--- config.mk ---
export PLATFORM = sky130hd
export DESIGN_NAME = cook_timer_top
export DESIGN_NICKNAME = d
export VERILOG_FILES = /design/src/hw/timer_pkg.sv /design/src/hw/key_if.sv /design/src/hw/cook_timer_top.sv /design/src/hw/fnd_scan.sv /design/src/hw/countdown_ctrl.sv /design/src/hw/preset_counter.sv /design/src/hw/key_conditioner.sv
export VERILOG_INCLUDE_DIRS = /design/src /design/src/hw
export SDC_FILE = /design/constraint.sdc
export NUM_CORES = 1
export LEC_CHECK = 0
export BUFFER_PORTS_ARGS = -buffer_cell sky130_fd_sc_hd__buf_2
export CORE_MARGIN = 2
export CORE_UTILIZATION = 59
export CTS_BUF_LIST = sky130_fd_sc_hd__clkbuf_8
export DETAILED_ROUTE_END_ITERATION = 6
export PLACE_DENSITY = 0.88
export SETUP_SLACK_MARGIN = 0.02
export SLEW_MARGIN = 10
export SYNTH_ARGS = -nofsm -noshare
export SYNTH_HDL_FRONTEND = slang
export SYNTH_SLANG_ARGS = --single-unit
--- constraint.sdc ---
create_clock -name clk -period 6.1 [get_ports clk]
set_input_delay 1.22 -clock clk [delete_from_list [all_inputs] [get_ports clk]]
set_output_delay 1.22 -clock clk [all_outputs]
set_load 0.02 [all_outputs]
--- src/hw/timer_params.svh ---
`ifndef TIMER_PARAMS_SVH
`define TIMER_PARAMS_SVH

////////////////////////////////////////////////////////////////////////////
// Board defaults for a 100 MHz clock
////////////////////////////////////////////////////////////////////////////

// Clock cycles per timer second
`define TIMER_CLKS_PER_SEC 100000000

// 10 ms of stable input before a button counts
`define TIMER_DEBOUNCE_CLKS 1000000

`define TIMER_SCAN_CLKS 100000  // 1 ms per digit

`endif
--- src/hw/timer_pkg.sv ---
package timer_pkg;

    typedef logic [3:0] bcd_digit_t;

    // Field order matches the display, min10 leftmost
    typedef struct packed {
        bcd_digit_t min10;
        bcd_digit_t min1;
        bcd_digit_t sec10;
        bcd_digit_t sec1;
    } mmss_t;

    typedef logic [7:0] seg_pattern_t;  // {a, b, c, d, e, f, g, dp}, low lights

    function automatic seg_pattern_t seg_of_digit(bcd_digit_t digit);
        seg_pattern_t pattern;
        case (digit)
            4'd0: pattern = 8'b0000_0011;
            4'd1: pattern = 8'b1001_1111;
            4'd2: pattern = 8'b0010_0101;
            4'd3: pattern = 8'b0000_1101;
            4'd4: pattern = 8'b1001_1001;
            4'd5: pattern = 8'b0100_1001;
            4'd6: pattern = 8'b0100_0001;
            4'd7: pattern = 8'b0001_1111;
            4'd8: pattern = 8'b0000_0001;
            4'd9: pattern = 8'b0000_1001;
            default: pattern = 8'b1111_1111;  // Blank for non-BCD
        endcase
        return pattern;
    endfunction

endpackage

--- src/hw/key_if.sv ---
`timescale 1ns/1ps

// One-cycle button pulses, no handshake
interface key_if;

    logic start;
    logic sec;
    logic min;
    logic alarm_off;

    modport sender (
        output start, sec, min, alarm_off
    );

    modport receiver (
        input start, sec, min, alarm_off
    );

endinterface

--- src/hw/cook_timer_top.sv ---
`timescale 1ns/1ps
`include "timer_params.svh"

module cook_timer_top #(
    parameter int clks_per_sec  = `TIMER_CLKS_PER_SEC,
    parameter int debounce_clks = `TIMER_DEBOUNCE_CLKS,
    parameter int scan_clks     = `TIMER_SCAN_CLKS
) (
    input  logic       clk,
    input  logic       reset_p,
    input  logic [3:0] btn,        // start, sec, min, alarm off
    output logic [3:0] com,
    output logic [7:0] seg_7,
    output logic       led_start,
    output logic       led_alarm,
    output logic       buzz
);

    import timer_pkg::*;

    mmss_t preset;
    mmss_t current;
    mmss_t shown;
    logic  running;
    logic  alarm;

    key_if keys ();

    key_conditioner #(.debounce_clks(debounce_clks)) u_keys (
        .clk(clk), .reset_p(reset_p), .btn(btn), .keys(keys)
    );

    preset_counter u_preset (
        .clk(clk), .reset_p(reset_p), .keys(keys), .preset(preset)
    );

    countdown_ctrl #(.clks_per_sec(clks_per_sec)) u_count (
        .clk(clk), .reset_p(reset_p), .keys(keys), .preset(preset),
        .current(current), .running(running), .alarm(alarm)
    );

    // Countdown while running, preset otherwise
    assign shown = running ? current : preset;

    fnd_scan #(.scan_clks(scan_clks)) u_fnd (
        .clk(clk), .reset_p(reset_p), .value(shown), .com(com), .seg_7(seg_7)
    );

    assign led_start = running;
    assign led_alarm = alarm;
    assign buzz      = alarm;

endmodule

--- src/hw/fnd_scan.sv ---
`timescale 1ns/1ps
`include "timer_params.svh"

module fnd_scan #(
    parameter int scan_clks = `TIMER_SCAN_CLKS
) (
    input  logic                    clk,
    input  logic                    reset_p,
    input  timer_pkg::mmss_t        value,
    output logic [3:0]              com,
    output timer_pkg::seg_pattern_t seg_7
);

    import timer_pkg::*;

    localparam int scan_w = $clog2(scan_clks + 1);
    localparam logic [scan_w-1:0] scan_last = scan_w'(scan_clks - 1);

    logic [scan_w-1:0] scan_cnt;
    logic [1:0]        digit_idx;  // 0 is min10, leftmost
    bcd_digit_t        digit;

    always_ff @(posedge clk or posedge reset_p) begin
        if (reset_p) begin
            scan_cnt  <= '0;
            digit_idx <= '0;
        end else if (scan_cnt == scan_last) begin
            scan_cnt  <= '0;
            digit_idx <= digit_idx + 2'd1;
        end else begin
            scan_cnt <= scan_cnt + 1'b1;
        end
    end

    always_comb begin
        case (digit_idx)
            2'd0:    digit = value.min10;
            2'd1:    digit = value.min1;
            2'd2:    digit = value.sec10;
            default: digit = value.sec1;
        endcase
    end

    assign com   = ~(4'b1000 >> digit_idx);  // One line low, com[3] leftmost
    assign seg_7 = seg_of_digit(digit);

endmodule

--- src/hw/countdown_ctrl.sv ---
`timescale 1ns/1ps
`include "timer_params.svh"

module countdown_ctrl #(
    parameter int clks_per_sec = `TIMER_CLKS_PER_SEC
) (
    input  logic             clk,
    input  logic             reset_p,
    key_if.receiver          keys,
    input  timer_pkg::mmss_t preset,
    output timer_pkg::mmss_t current,
    output logic             running,
    output logic             alarm
);

    import timer_pkg::*;

    localparam int tick_w = $clog2(clks_per_sec + 1);
    localparam logic [tick_w-1:0] tick_last = tick_w'(clks_per_sec - 1);

    logic [tick_w-1:0] tick_cnt;
    logic              tick;
    logic              at_zero;

    // One second down, borrow from seconds into minutes
    function automatic mmss_t mmss_dec(mmss_t t);
        mmss_t next;
        next = t;
        if (t.sec1 != 4'd0) begin
            next.sec1 = t.sec1 - 4'd1;
        end else begin
            next.sec1 = 4'd9;
            if (t.sec10 != 4'd0) begin
                next.sec10 = t.sec10 - 4'd1;
            end else begin
                next.sec10 = 4'd5;
                if (t.min1 != 4'd0) begin
                    next.min1 = t.min1 - 4'd1;
                end else begin
                    next.min1  = 4'd9;
                    next.min10 = t.min10 - 4'd1;
                end
            end
        end
        return next;
    endfunction

    assign tick    = running && (tick_cnt == tick_last);
    assign at_zero = (current == '0);

    ////////////////////////////////////////////////////////////////////////
    // Seconds tick, runs only while counting
    ////////////////////////////////////////////////////////////////////////
    always_ff @(posedge clk or posedge reset_p) begin
        if (reset_p) begin
            tick_cnt <= '0;
        end else if (!running || keys.start || tick) begin
            tick_cnt <= '0;
        end else begin
            tick_cnt <= tick_cnt + 1'b1;
        end
    end

    ////////////////////////////////////////////////////////////////////////
    // Down counter and run / alarm flags
    ////////////////////////////////////////////////////////////////////////
    always_ff @(posedge clk or posedge reset_p) begin
        if (reset_p) begin
            current <= '0;
            running <= 1'b0;
            alarm   <= 1'b0;
        end else begin
            if (keys.start) begin
                running <= !running;  // Second press cancels
                if (!running) begin
                    current <= preset;
                end
            end else if (running && at_zero) begin
                running <= 1'b0;
            end else if (tick) begin
                current <= mmss_dec(current);
            end

            if (running && at_zero && !keys.start) begin
                alarm <= 1'b1;
            end else if (keys.alarm_off) begin
                alarm <= 1'b0;
            end
        end
    end

endmodule

--- src/hw/preset_counter.sv ---
`timescale 1ns/1ps

module preset_counter (
    input  logic            clk,
    input  logic            reset_p,
    key_if.receiver         keys,
    output timer_pkg::mmss_t preset
);

    import timer_pkg::*;

    // Two-digit BCD step, 59 wraps to 00
    function automatic logic [7:0] bcd60_inc(bcd_digit_t tens, bcd_digit_t ones);
        logic [7:0] next;
        if (ones == 4'd9) begin
            next[3:0] = 4'd0;
            next[7:4] = (tens == 4'd5) ? 4'd0 : tens + 4'd1;
        end else begin
            next[3:0] = ones + 4'd1;
            next[7:4] = tens;
        end
        return next;
    endfunction

    always_ff @(posedge clk or posedge reset_p) begin
        if (reset_p) begin
            preset <= '0;
        end else begin
            if (keys.sec) begin
                {preset.sec10, preset.sec1} <= bcd60_inc(preset.sec10, preset.sec1);
            end
            if (keys.min) begin  // No carry from seconds
                {preset.min10, preset.min1} <= bcd60_inc(preset.min10, preset.min1);
            end
        end
    end

endmodule

--- src/hw/key_conditioner.sv ---
`timescale 1ns/1ps
`include "timer_params.svh"

module key_conditioner #(
    parameter int debounce_clks = `TIMER_DEBOUNCE_CLKS
) (
    input  logic        clk,
    input  logic        reset_p,
    input  logic [3:0]  btn,
    key_if.sender       keys
);

    localparam int cnt_w = $clog2(debounce_clks + 1);
    localparam logic [cnt_w-1:0] cnt_last = cnt_w'(debounce_clks - 1);

    logic [3:0]       sync_0;
    logic [3:0]       sync_1;
    logic [3:0]       level;  // Accepted button state
    logic [3:0]       pulse;
    logic [cnt_w-1:0] stable_cnt [4];

    always_ff @(posedge clk or posedge reset_p) begin
        if (reset_p) begin
            sync_0 <= '0;
            sync_1 <= '0;
            level  <= '0;
            pulse  <= '0;
            for (int i = 0; i < 4; i++) begin
                stable_cnt[i] <= '0;
            end
        end else begin
            sync_0 <= btn;
            sync_1 <= sync_0;
            for (int i = 0; i < 4; i++) begin
                pulse[i] <= 1'b0;
                if (sync_1[i] == level[i]) begin
                    stable_cnt[i] <= '0;  // Bounce restarts the wait
                end else if (stable_cnt[i] == cnt_last) begin
                    stable_cnt[i] <= '0;
                    level[i]      <= sync_1[i];
                    pulse[i]      <= sync_1[i];  // Press only, release is silent
                end else begin
                    stable_cnt[i] <= stable_cnt[i] + 1'b1;
                end
            end
        end
    end

    assign keys.start     = pulse[0];
    assign keys.sec       = pulse[1];
    assign keys.min       = pulse[2];
    assign keys.alarm_off = pulse[3];

endmodule

# After elaboration in Yosys (flattened, before gate mapping)
# Memories as Yosys holds them, arrays and structs flattened.
# Cells that the tools add are included.
# Widths: inputs -> output; s select.
dict set report op_classes {
  addsub 15
  multipliers 0
  div_mod_pow 0
  order_cmp 0
  eq_ne 20
  n_shift 1
  mux 37
  n_bitwise 5
  reduce_logical 25
}
# cell n
set op_table {}
lappend op_table {{$mux 20} 8}
lappend op_table {{$add 20x1->20 const B} 4}
lappend op_table {{$eq 20x20->1 const B} 4}
lappend op_table {{$mux 16} 4}
lappend op_table {{$mux 4} 8}
lappend op_table {{$add 27x1->27 const B} 1}
lappend op_table {{$eq 27x27->1 const B} 1}
lappend op_table {{$mux 27} 1}
lappend op_table {{$add 17x1->17 const B} 1}
lappend op_table {{$eq 17x17->1 const B} 1}
lappend op_table {{$mux 17} 1}
lappend op_table {{$add 4x1->4 const B} 4}
lappend op_table {{$logic_not 16->1} 1}
lappend op_table {{$sub 4x1->4 const B} 4}
lappend op_table {{$reduce_and 2->1} 7}
lappend op_table {{$mux 1} 12}
lappend op_table {{$mux 12} 1}
lappend op_table {{$pmux 4 s3} 1}
lappend op_table {{$reduce_bool 4->1} 3}
lappend op_table {{$eq 4x3->1 const B} 2}
lappend op_table {{$eq 4x4->1 const B} 2}
lappend op_table {{$mux 8} 1}
lappend op_table {{$ne 2x2->1 const B} 4}
lappend op_table {{$reduce_bool 2->1} 3}
lappend op_table {{other kinds (14)} 24}
dict set report word_totals {
  register_bits 176
  latch_bits 0
  ramBits 0
  mem_bits_ro 112
  output_inout_bits 15
  elab_cells 128
  n_memories 1
}
# name depth width rd rd_ports_with_merged_regs wr line
set mem_list {}
lappend mem_list {{(name not given)} 16 7 1 0 0 timer_pkg.sv:17} ;# case (digit)

# Depth between registers and ports, before layout
# Gate-level depths: netlist of run 1.
dict set report logic_depth {
  ltp_word 7
  ltp_mapped 10
}

# Hierarchy
# Synthesis of run 1 repeated with hierarchy kept, for this count alone.
dict set report hier_totals {
  hier_cells 954
  hier_area_um2 9495.4
}
# module n_inst cells_per_inst area_per_inst_um2 seq_area_each_um2
set modules_own_cells {}
lappend modules_own_cells {key_conditioner 1 453 4555.6 2402.3}
lappend modules_own_cells {countdown_ctrl 1 277 2637.5 1126.1}
lappend modules_own_cells {fnd_scan 1 134 1268.7 475.5}
lappend modules_own_cells {preset_counter 1 71 777.0 400.4}
lappend modules_own_cells {cook_timer_top 1 19 256.5 0.0}

# Worst setup path before layout of run 1
# OpenSTA, ideal clock, no wires.
dict set report synth_timing {
  path_kind {register to output}
  start {register u_count.running}
  end {output seg_7[6]}
  arrival_time_ns 2.491
  setup_slack_ns 2.389
  path_stages_with_launch 9
  n_path_buf 2
  cell_sequence {dfrtp_1 -> buf_6 -> buf_6 -> mux2_1 -> a222oi_1 -> mux2i_1 -> ha_1 -> nor2b_1 -> o21ai_0}
}
dict set report synth_between {
  elab_chain_len 3
}
# element line
set synth_lines {}
lappend synth_lines {{start: declaration} countdown_ctrl.sv:12} ;# output logic running,
lappend synth_lines {{start signal: assignment} countdown_ctrl.sv:74} ;# running <= !running;
lappend synth_lines {{$mux 16} n/a}
lappend synth_lines {{$pmux 4 s3} fnd_scan.sv:36} ;# case (digit_idx)
lappend synth_lines {{$mem_v2 16x7} n/a}
lappend synth_lines {{end: declaration} cook_timer_top.sv:13} ;# output logic [7:0] seg_7,
# No other way between the ends.

# Worst setup path in the final report of run 1
dict set report layout_timing {
  start {register u_count.running}
  end {output seg_7[3]}
}
# Same word-level chain as after synthesis.

==> results of run 1 <==
## path summary, 6_finish.rpt
check	from	endpoint	slack, ns	depth (start not counted)
worst max-delay path	u_count.running$_DFFE_PP0P_	seg_7[3]	1.37	8
worst min-delay path	u_keys.sync_0[2]$_DFF_PP0_	u_keys.sync_1[2]$_DFF_PP0_	0.36	0
worst max register to register	u_count.running$_DFFE_PP0P_	u_count.tick_cnt[20]$_DFF_PP0_	3.01	4
min in group asynchronous	reset_p	u_keys.stable_cnt[15]$_DFF_PP0_	0.72	2
max in group asynchronous	reset_p	u_keys.stable_cnt[45]$_DFF_PP0_	4.10	3
worst min register to register	u_keys.sync_0[2]$_DFF_PP0_	u_keys.sync_1[2]$_DFF_PP0_	0.36	0
## critical path, cell delays in order, from the launching register on
cell and delay [ns]:
dfrtp_1 1.03, mux2_2 0.33, a222oi_1 0.10, mux2i_1 0.51, inv_1 0.21, ha_1 0.25
mux2_1 0.29, a22oi_1 0.13, buf_2 0.19
## power by group through the flow
stage | Sequential, W | Combinational [W] | Clock (W)
global placement | 0.00121 | 0.0000478 | 0
finish | 0.00118 | 0.0000480 | 0.000815
global route | 0.00118 | 0.0000571 | 0.000891
floorplan | 0.00120 | 0.0000372 | 0
detailed placement | 0.00121 | 0.0000496 | 0
CTS | 0.00118 | 0.0000500 | 0.000836
## state kept, by name, summed over array words and instances, names as in the netlist
name and flops:
u_keys.sync_1 4, u_count.alarm 1, u_count.running 1, u_preset.preset 16, u_keys.pulse 4, u_fnd.scan_cnt 17, u_count.tick_cnt 27, u_keys.level 4
u_keys.sync_0 4, u_fnd.digit_idx 2, u_count.current 16, u_keys.stable_cnt 80
## cell type report
type                            instances  area, um^2
Clock buffer                           17       234.0
Clock inverter                         15       166.4
Fill cell                            1185        5413
Inverter                               28       110.1
Multi-Input combinational cell        662        4417
Sequential cell                       176        4404
Tap cell                              188       235.2
Timing Repair Buffer                   21       110.1
## synthesized netlist by cell type (11+ instances only)
library cell / count
nor2_1: 130
nor4_1: 12
dfrtp_1: 176
nand3_1: 44
nand2_1: 64
nor3_1: 19
and4_1: 12
a21oi_1: 13
xnor2_1: 62
nor4_2: 11
nand4_1: 33
and3_1: 25
inv_1: 28
xor2_1: 66
o21ai_0: 20
mux2i_1: 15
ha_1: 19
## cells by family after synthesis
family | Yosys count
flip-flops | 176
buffers and inverters | 51
other | 1
multiplexers | 32
AO/OA/AOI/OAI | 63
XOR/XNOR | 128
AND/OR/NAND/NOR | 419
adder cells (fa/ha/maj) | 19
## layer usage
layer	GRT usage (%)	wire length, um	vias up
met1	29.47	7719	3089
met2	36.40	8037	145
li1	-	-	3132
met3	5.927	680	42
met4	8.662	413	0
met5	0	0	-
## stage by stage
stage / instance area, um^2 / instances / util [%] / hold WS (ns) / total power [W]
6_report: 9677 / 1107 / 64.13 / 0.3565 / 0.002045
5_1_grt: 9677 / 1107 / 64.13 / 0.3659 / 0.002132
4_1_cts: 9677 / 1107 / 64.13 / 0.3597 / 0.002068
3_5_place_dp: 9276 / 1075 / 61.48 / 0.3358 / 0.001255
3_3_place_gp: 9276 / 1075 / 61.48 / 0.3317 / 0.001253
2_1_floorplan: 9070 / 889 / - / 0.3312 / 0.001241
==> impl_metrics.yaml, run 1 <==
die:
  fp.dieArea_um2: 16380
  die_w_um: 128.0
  core-area_um2: 15090
  rows: 45
  die_h_um: 128.0
  initial_core_util_pct: 60.11
  pin_count: 21
detailed_routing:
  wirelength_mm: 16.85
  routedWlPerCell_um: 15.22
  ant_nets: 0
  initialDrtViolationCount: 570
  dr.pass1.iters: 5
  drt-vias-per-instance: 5.789
  num_vias: 6408
  drc_errors: 0
power:
  intPower_w: 0.001529
  ir_drop_mv: 0.1867
  power.share.combinational_pct: 2.3
  switching_power_w: 0.0005163
  powerDensity_nw_per_um2: 211.4
  power_frac_clock_pct: 39.8
  p_leak_nw: 4.198
  p_sw_share_pct: 25.24
  seqPwrFrac_pct: 57.8
clocking:
  cts_post_setup_buffers_inserted: 0
  cts.path.max_buffers: 2
  clkSlewWorstSetupHoldPaths_ns: 0.10
  numCtsBuffers: 17
  clk-insertion-delay-late_ns: 0.48
  clock_sinks: 176
  cts_root_buf: "clkbuf_8"
  h-tree-depth: 4
  holdBufCountCts: 0
  post_cts_resized: 0
  cts_tree: "built"
synth:
  synth_ff_type: "dfrtp_1"
  synth_seq_cells: 176
  synth_compound_gate_area_share_pct: 4.483
  synthMuxAreaShare_pct: 3.849
  synth_top_family_by_area: "simple AND/OR/NAND/NOR gates"
  synthAdderAreaFrac_pct: 2.621
  yosysTopAreaCell: "dfrtp_1"
  synthXorXnorAreaFrac_pct: 12.36
  synth.area.top_cells: "dfrtp_1 (49%), xor2_1 (6.4%), xnor2_1 (6.0%), nor2_1 (5.4%), nand2_1 (2.6%)"
  synth_top_area_share_pct: 48.56
  netlist_instances: 889
  synth_nets: 914
  seq_area_frac_synth_pct: 48.56
  synth_edf_count: 0
  synthArstFlopShare_pct: 100.0
  syn_area_um2: 9070
  synth_cell_types: 69
  syn_area_per_cell_um2: 10.20
  ys_warn_count: 0
  synth-simple-area-share_pct: 25.34
timing:
  finalCritPeriodShare_pct: 77.56
  fin_crit_ns: 4.731
  rsz0062_at_grt: "false"
  setup_ws_ns: 1.369
  tightest_slew_ns: 1.146
  setup_tns_ns: 0
  slew-limit-headroom_pct: 22.97
  finalHoldViolCount: 0
  skew_ns: 0.02107
  fmax_ghz: 0.2114
  finalSetupViolCount: 0
  final_max_slew_viol_count: 0
worst_hold_path:
  hp-class: "reg2reg"
global_routing:
  grtUsageTotal_pct: 22.57
  grt_pass1_vias: 6417
  grt_max_degree: 78
  grt_pass1_wl_mm: 29.79
  gr-total-overflow: 0
  antenna_found_initial: 0
layout:
  nNetsFinal: 931
  area_delta_synth_final_pct: 6.691
  final_common_cell: "dfrtp_1"
  layout_common_cells: "dfrtp_1 (176), nor2_1 (130), xor2_1 (66)"
  diodes: 0
  layout-drive-gt1-share_pct: 9.902
worst_setup_path:
  critical_path.endpoint_type: "primary output"
  startpoint_type: "register"
  cp_max_fo: 27
  critical_path_arrival_ns: 3.51
  required_ns: 4.88
  criticalPathCategory: "reg2out"
placement:
  dp_hpwl_mm: 11.42
  gp_congestion: 0.9219
  place_ws_ns: 1.879
  place.port_buffers: 19
flow_run:
  drv_cap: 0
outcome:
  status: "finished, final reports clean"
Power figures use the tool's default switching activity.
==> run 2: changes to the inputs <==
==> constraint.sdc (replaced) <==
create_clock -name clk -period 3.8 [get_ports clk]
set_input_delay 0.76 -clock clk [delete_from_list [all_inputs] [get_ports clk]]
set_output_delay 0.76 -clock clk [all_outputs]
set_load 0.02 [all_outputs]
==> impl_metrics.yaml, run 2 (synthesis results as in run 1) <==
timing:
  skew_ns: 0.01344
  fmax_ghz: 0.2622
  setup_ws_ns: -0.01382
  slew-limit-headroom_pct: 42.05
  finalHoldViolCount: 0
  tightest_slew_ns: 0.8692
  fin_crit_ns: 3.814
  finalCritPeriodShare_pct: 100.4
  setup_tns_ns: -0.01382
  final_max_slew_viol_count: 0
  finalSetupViolCount: 1
worst_setup_path:
  critical_path_arrival_ns: 3.05
  path_buf_inv: 3
  startpoint_type: "register"
  r2r_start: "u_count.running$_DFFE_PP0P_"
  path_delay_family: "multiplexers"
  critical_path.endpoint_type: "primary output"
  required_ns: 3.04
  criticalPathCategory: "reg2out"
  cpMostUsedCell: "mux2_1"
  r2r_end: "u_count.current[14]$_DFFE_PP0P_"
  crit_path_max_incr_delay_ns: 0.46
  r2r_slack_ns: 1.33
  r2r_cells: 6
  cp_max_fo: 17
  cpMaxStageDelayCell: "dfrtp_2"
  cp_cell_sequence: "buf_6 > mux2_1 > a222oi_1 > buf_4 > mux2i_4 > mux2_1 > a22oi_1 > buf_2"
worst_hold_path:
  hp-class: "reg2reg"
  min_from: "u_keys.sync_0[1]$_DFF_PP0_"
  hold_end: "u_keys.sync_1[1]$_DFF_PP0_"
  whs_path_depth: 0
power:
  power_frac_clock_pct: 39.7
  ir_drop_mv: 0.4207
  power.share.combinational_pct: 2.4
  switching_power_w: 0.0008254
  p_sw_share_pct: 25.16
  p_total_w: 0.003281
  powerDensity_nw_per_um2: 333.1
  intPower_w: 0.002455
  seqPwrFrac_pct: 57.9
  p_leak_nw: 4.291
layout:
  layout-drive-gt1-share_pct: 12.06
  finish.instance_area_um2: 9848
  nNetsFinal: 949
  final_cells: 1125
  final_common_cell: "dfrtp_1"
  final_core_util_pct: 65.27
  largest_register_ffs: 80
  top_regs: "u_keys.stable_cnt (80), u_count.tick_cnt (27), u_fnd.scan_cnt (17)"
  diodes: 0
  layout_common_cells: "dfrtp_1 (175), nor2_1 (130), xor2_1 (66)"
  area_delta_synth_final_pct: 8.581
  largest_register: "u_keys.stable_cnt"
placement:
  place.port_buffers: 19
  gp_congestion: 0.8711
  dp_hpwl_mm: 11.58
  dp_cells: 1081
  placed_cell_area_um2: 9320
die:
  core-area_um2: 15090
  rows: 45
  die_w_um: 128.0
  pin_count: 21
  initial_core_util_pct: 60.11
  die_h_um: 128.0
  fp.dieArea_um2: 16380
outcome:
  violations: "setup timing"
  status: "complete, but fails checks"
detailed_routing:
  wirelength_mm: 17.74
  num_vias: 6610
  initialDrtViolationCount: 557
  dr.pass1.iters: 6
  ant_nets: 0
  drt-vias-per-instance: 5.876
  drc_errors: 0
  routedWlPerCell_um: 15.77
clocking:
  holdBufCountCts: 0
  cts_root_buf: "clkbuf_8"
  cts_tree: "built"
  clkSlewWorstSetupHoldPaths_ns: 0.10
  clock_sinks: 176
  cts.path.max_buffers: 2
  numCtsBuffers: 17
  clk-insertion-delay-late_ns: 0.48
  h-tree-depth: 4
global_routing:
  grtUsageTotal_pct: 22.41
  grt_pass1_vias: 6397
  grt_pass1_wl_mm: 29.63
  gr-total-overflow: 0
  antenna_found_initial: 0
  grt_max_degree: 42
flow_run:
  drv_cap: 0
-- run 2: metal layers --
| layer | part of all wire, % | GRT usage [%] | vias to the layer above |
|---|---|---|---|
| met5 | 0 | 0 | - |
| li1 | - | - | 3165 |
| met4 | 2.2 | 7.692 | 0 |
| met1 | 45 | 30.33 | 3228 |
| met3 | 4.3 | 5.718 | 50 |
| met2 | 48 | 35.58 | 167 |
-- run 2: layout make-up --
type                    count  area, um^2
repair buffers             38       241.5
flip-flops and latches    176        4405
inverters                  28       108.9
well taps                 188       235.2
multi-input cells         663        4456
clock buffers              17       234.0
fillers                  1111        5241
clock inverters            15       167.7
-- run 2: metrics by stage --
| stage | hold slack [ns] | setup WS [ns] |
|---|---|---|
| floorplan | 0.3312 | 0.5494 |
| global placement | 0.3346 | 0.5353 |
| detailed placement | 0.3355 | 0.4161 |
| CTS | 0.3574 | 0.04279 |
| global route | 0.3589 | -0.09029 |
| finish | 0.3569 | -0.01382 |
-- run 2: power by group through the flow --
stage               Sequential [W]  Clock, W  Combinational [W]
finish                     0.00190   0.00130          0.0000785
global placement           0.00193         0          0.0000785
detailed placement         0.00194         0          0.0000811
floorplan                  0.00193         0          0.0000601
global route               0.00190   0.00141          0.0000940
CTS                        0.00190   0.00133          0.0000820
-- run 2: worst max path at each step --
stage / endpoint / startpoint / cells past startpoint / slack (ns)
finish: seg_7[3] / u_count.running$_DFFE_PP0P_ / 8 / -0.01
global route: seg_7[4] / u_count.running$_DFFE_PP0P_ / 9 / -0.09
CTS: seg_7[2] / u_count.running$_DFFE_PP0P_ / 9 / 0.04
detailed placement: seg_7[3] / u_count.running$_DFFE_PP0P_ / 8 / 0.42
global placement: seg_7[3] / u_count.running$_DFFE_PP0P_ / 8 / 0.54
floorplan: seg_7[6] / u_count.running$_DFFE_PP0P_ / 8 / 0.55
-- run 2: what timing repair did --
action / 4_1_cts / 5_1_grt
endpoints found under the setup margin: 5 / 6
cloned: 0 / 1
pin swaps: 0 / 1
buffers inserted: 0 / 11
resized for setup: 3 / 4
-- run 2: worst register-to-register path: cells and delay by family, from the launching register on --
family	cells	cell delay (ns)
AO/OA/AOI/OAI	2	0.41
buffers and inverters	1	0.22
flip-flops	1	0.46
AND/OR/NAND/NOR	3	1.28
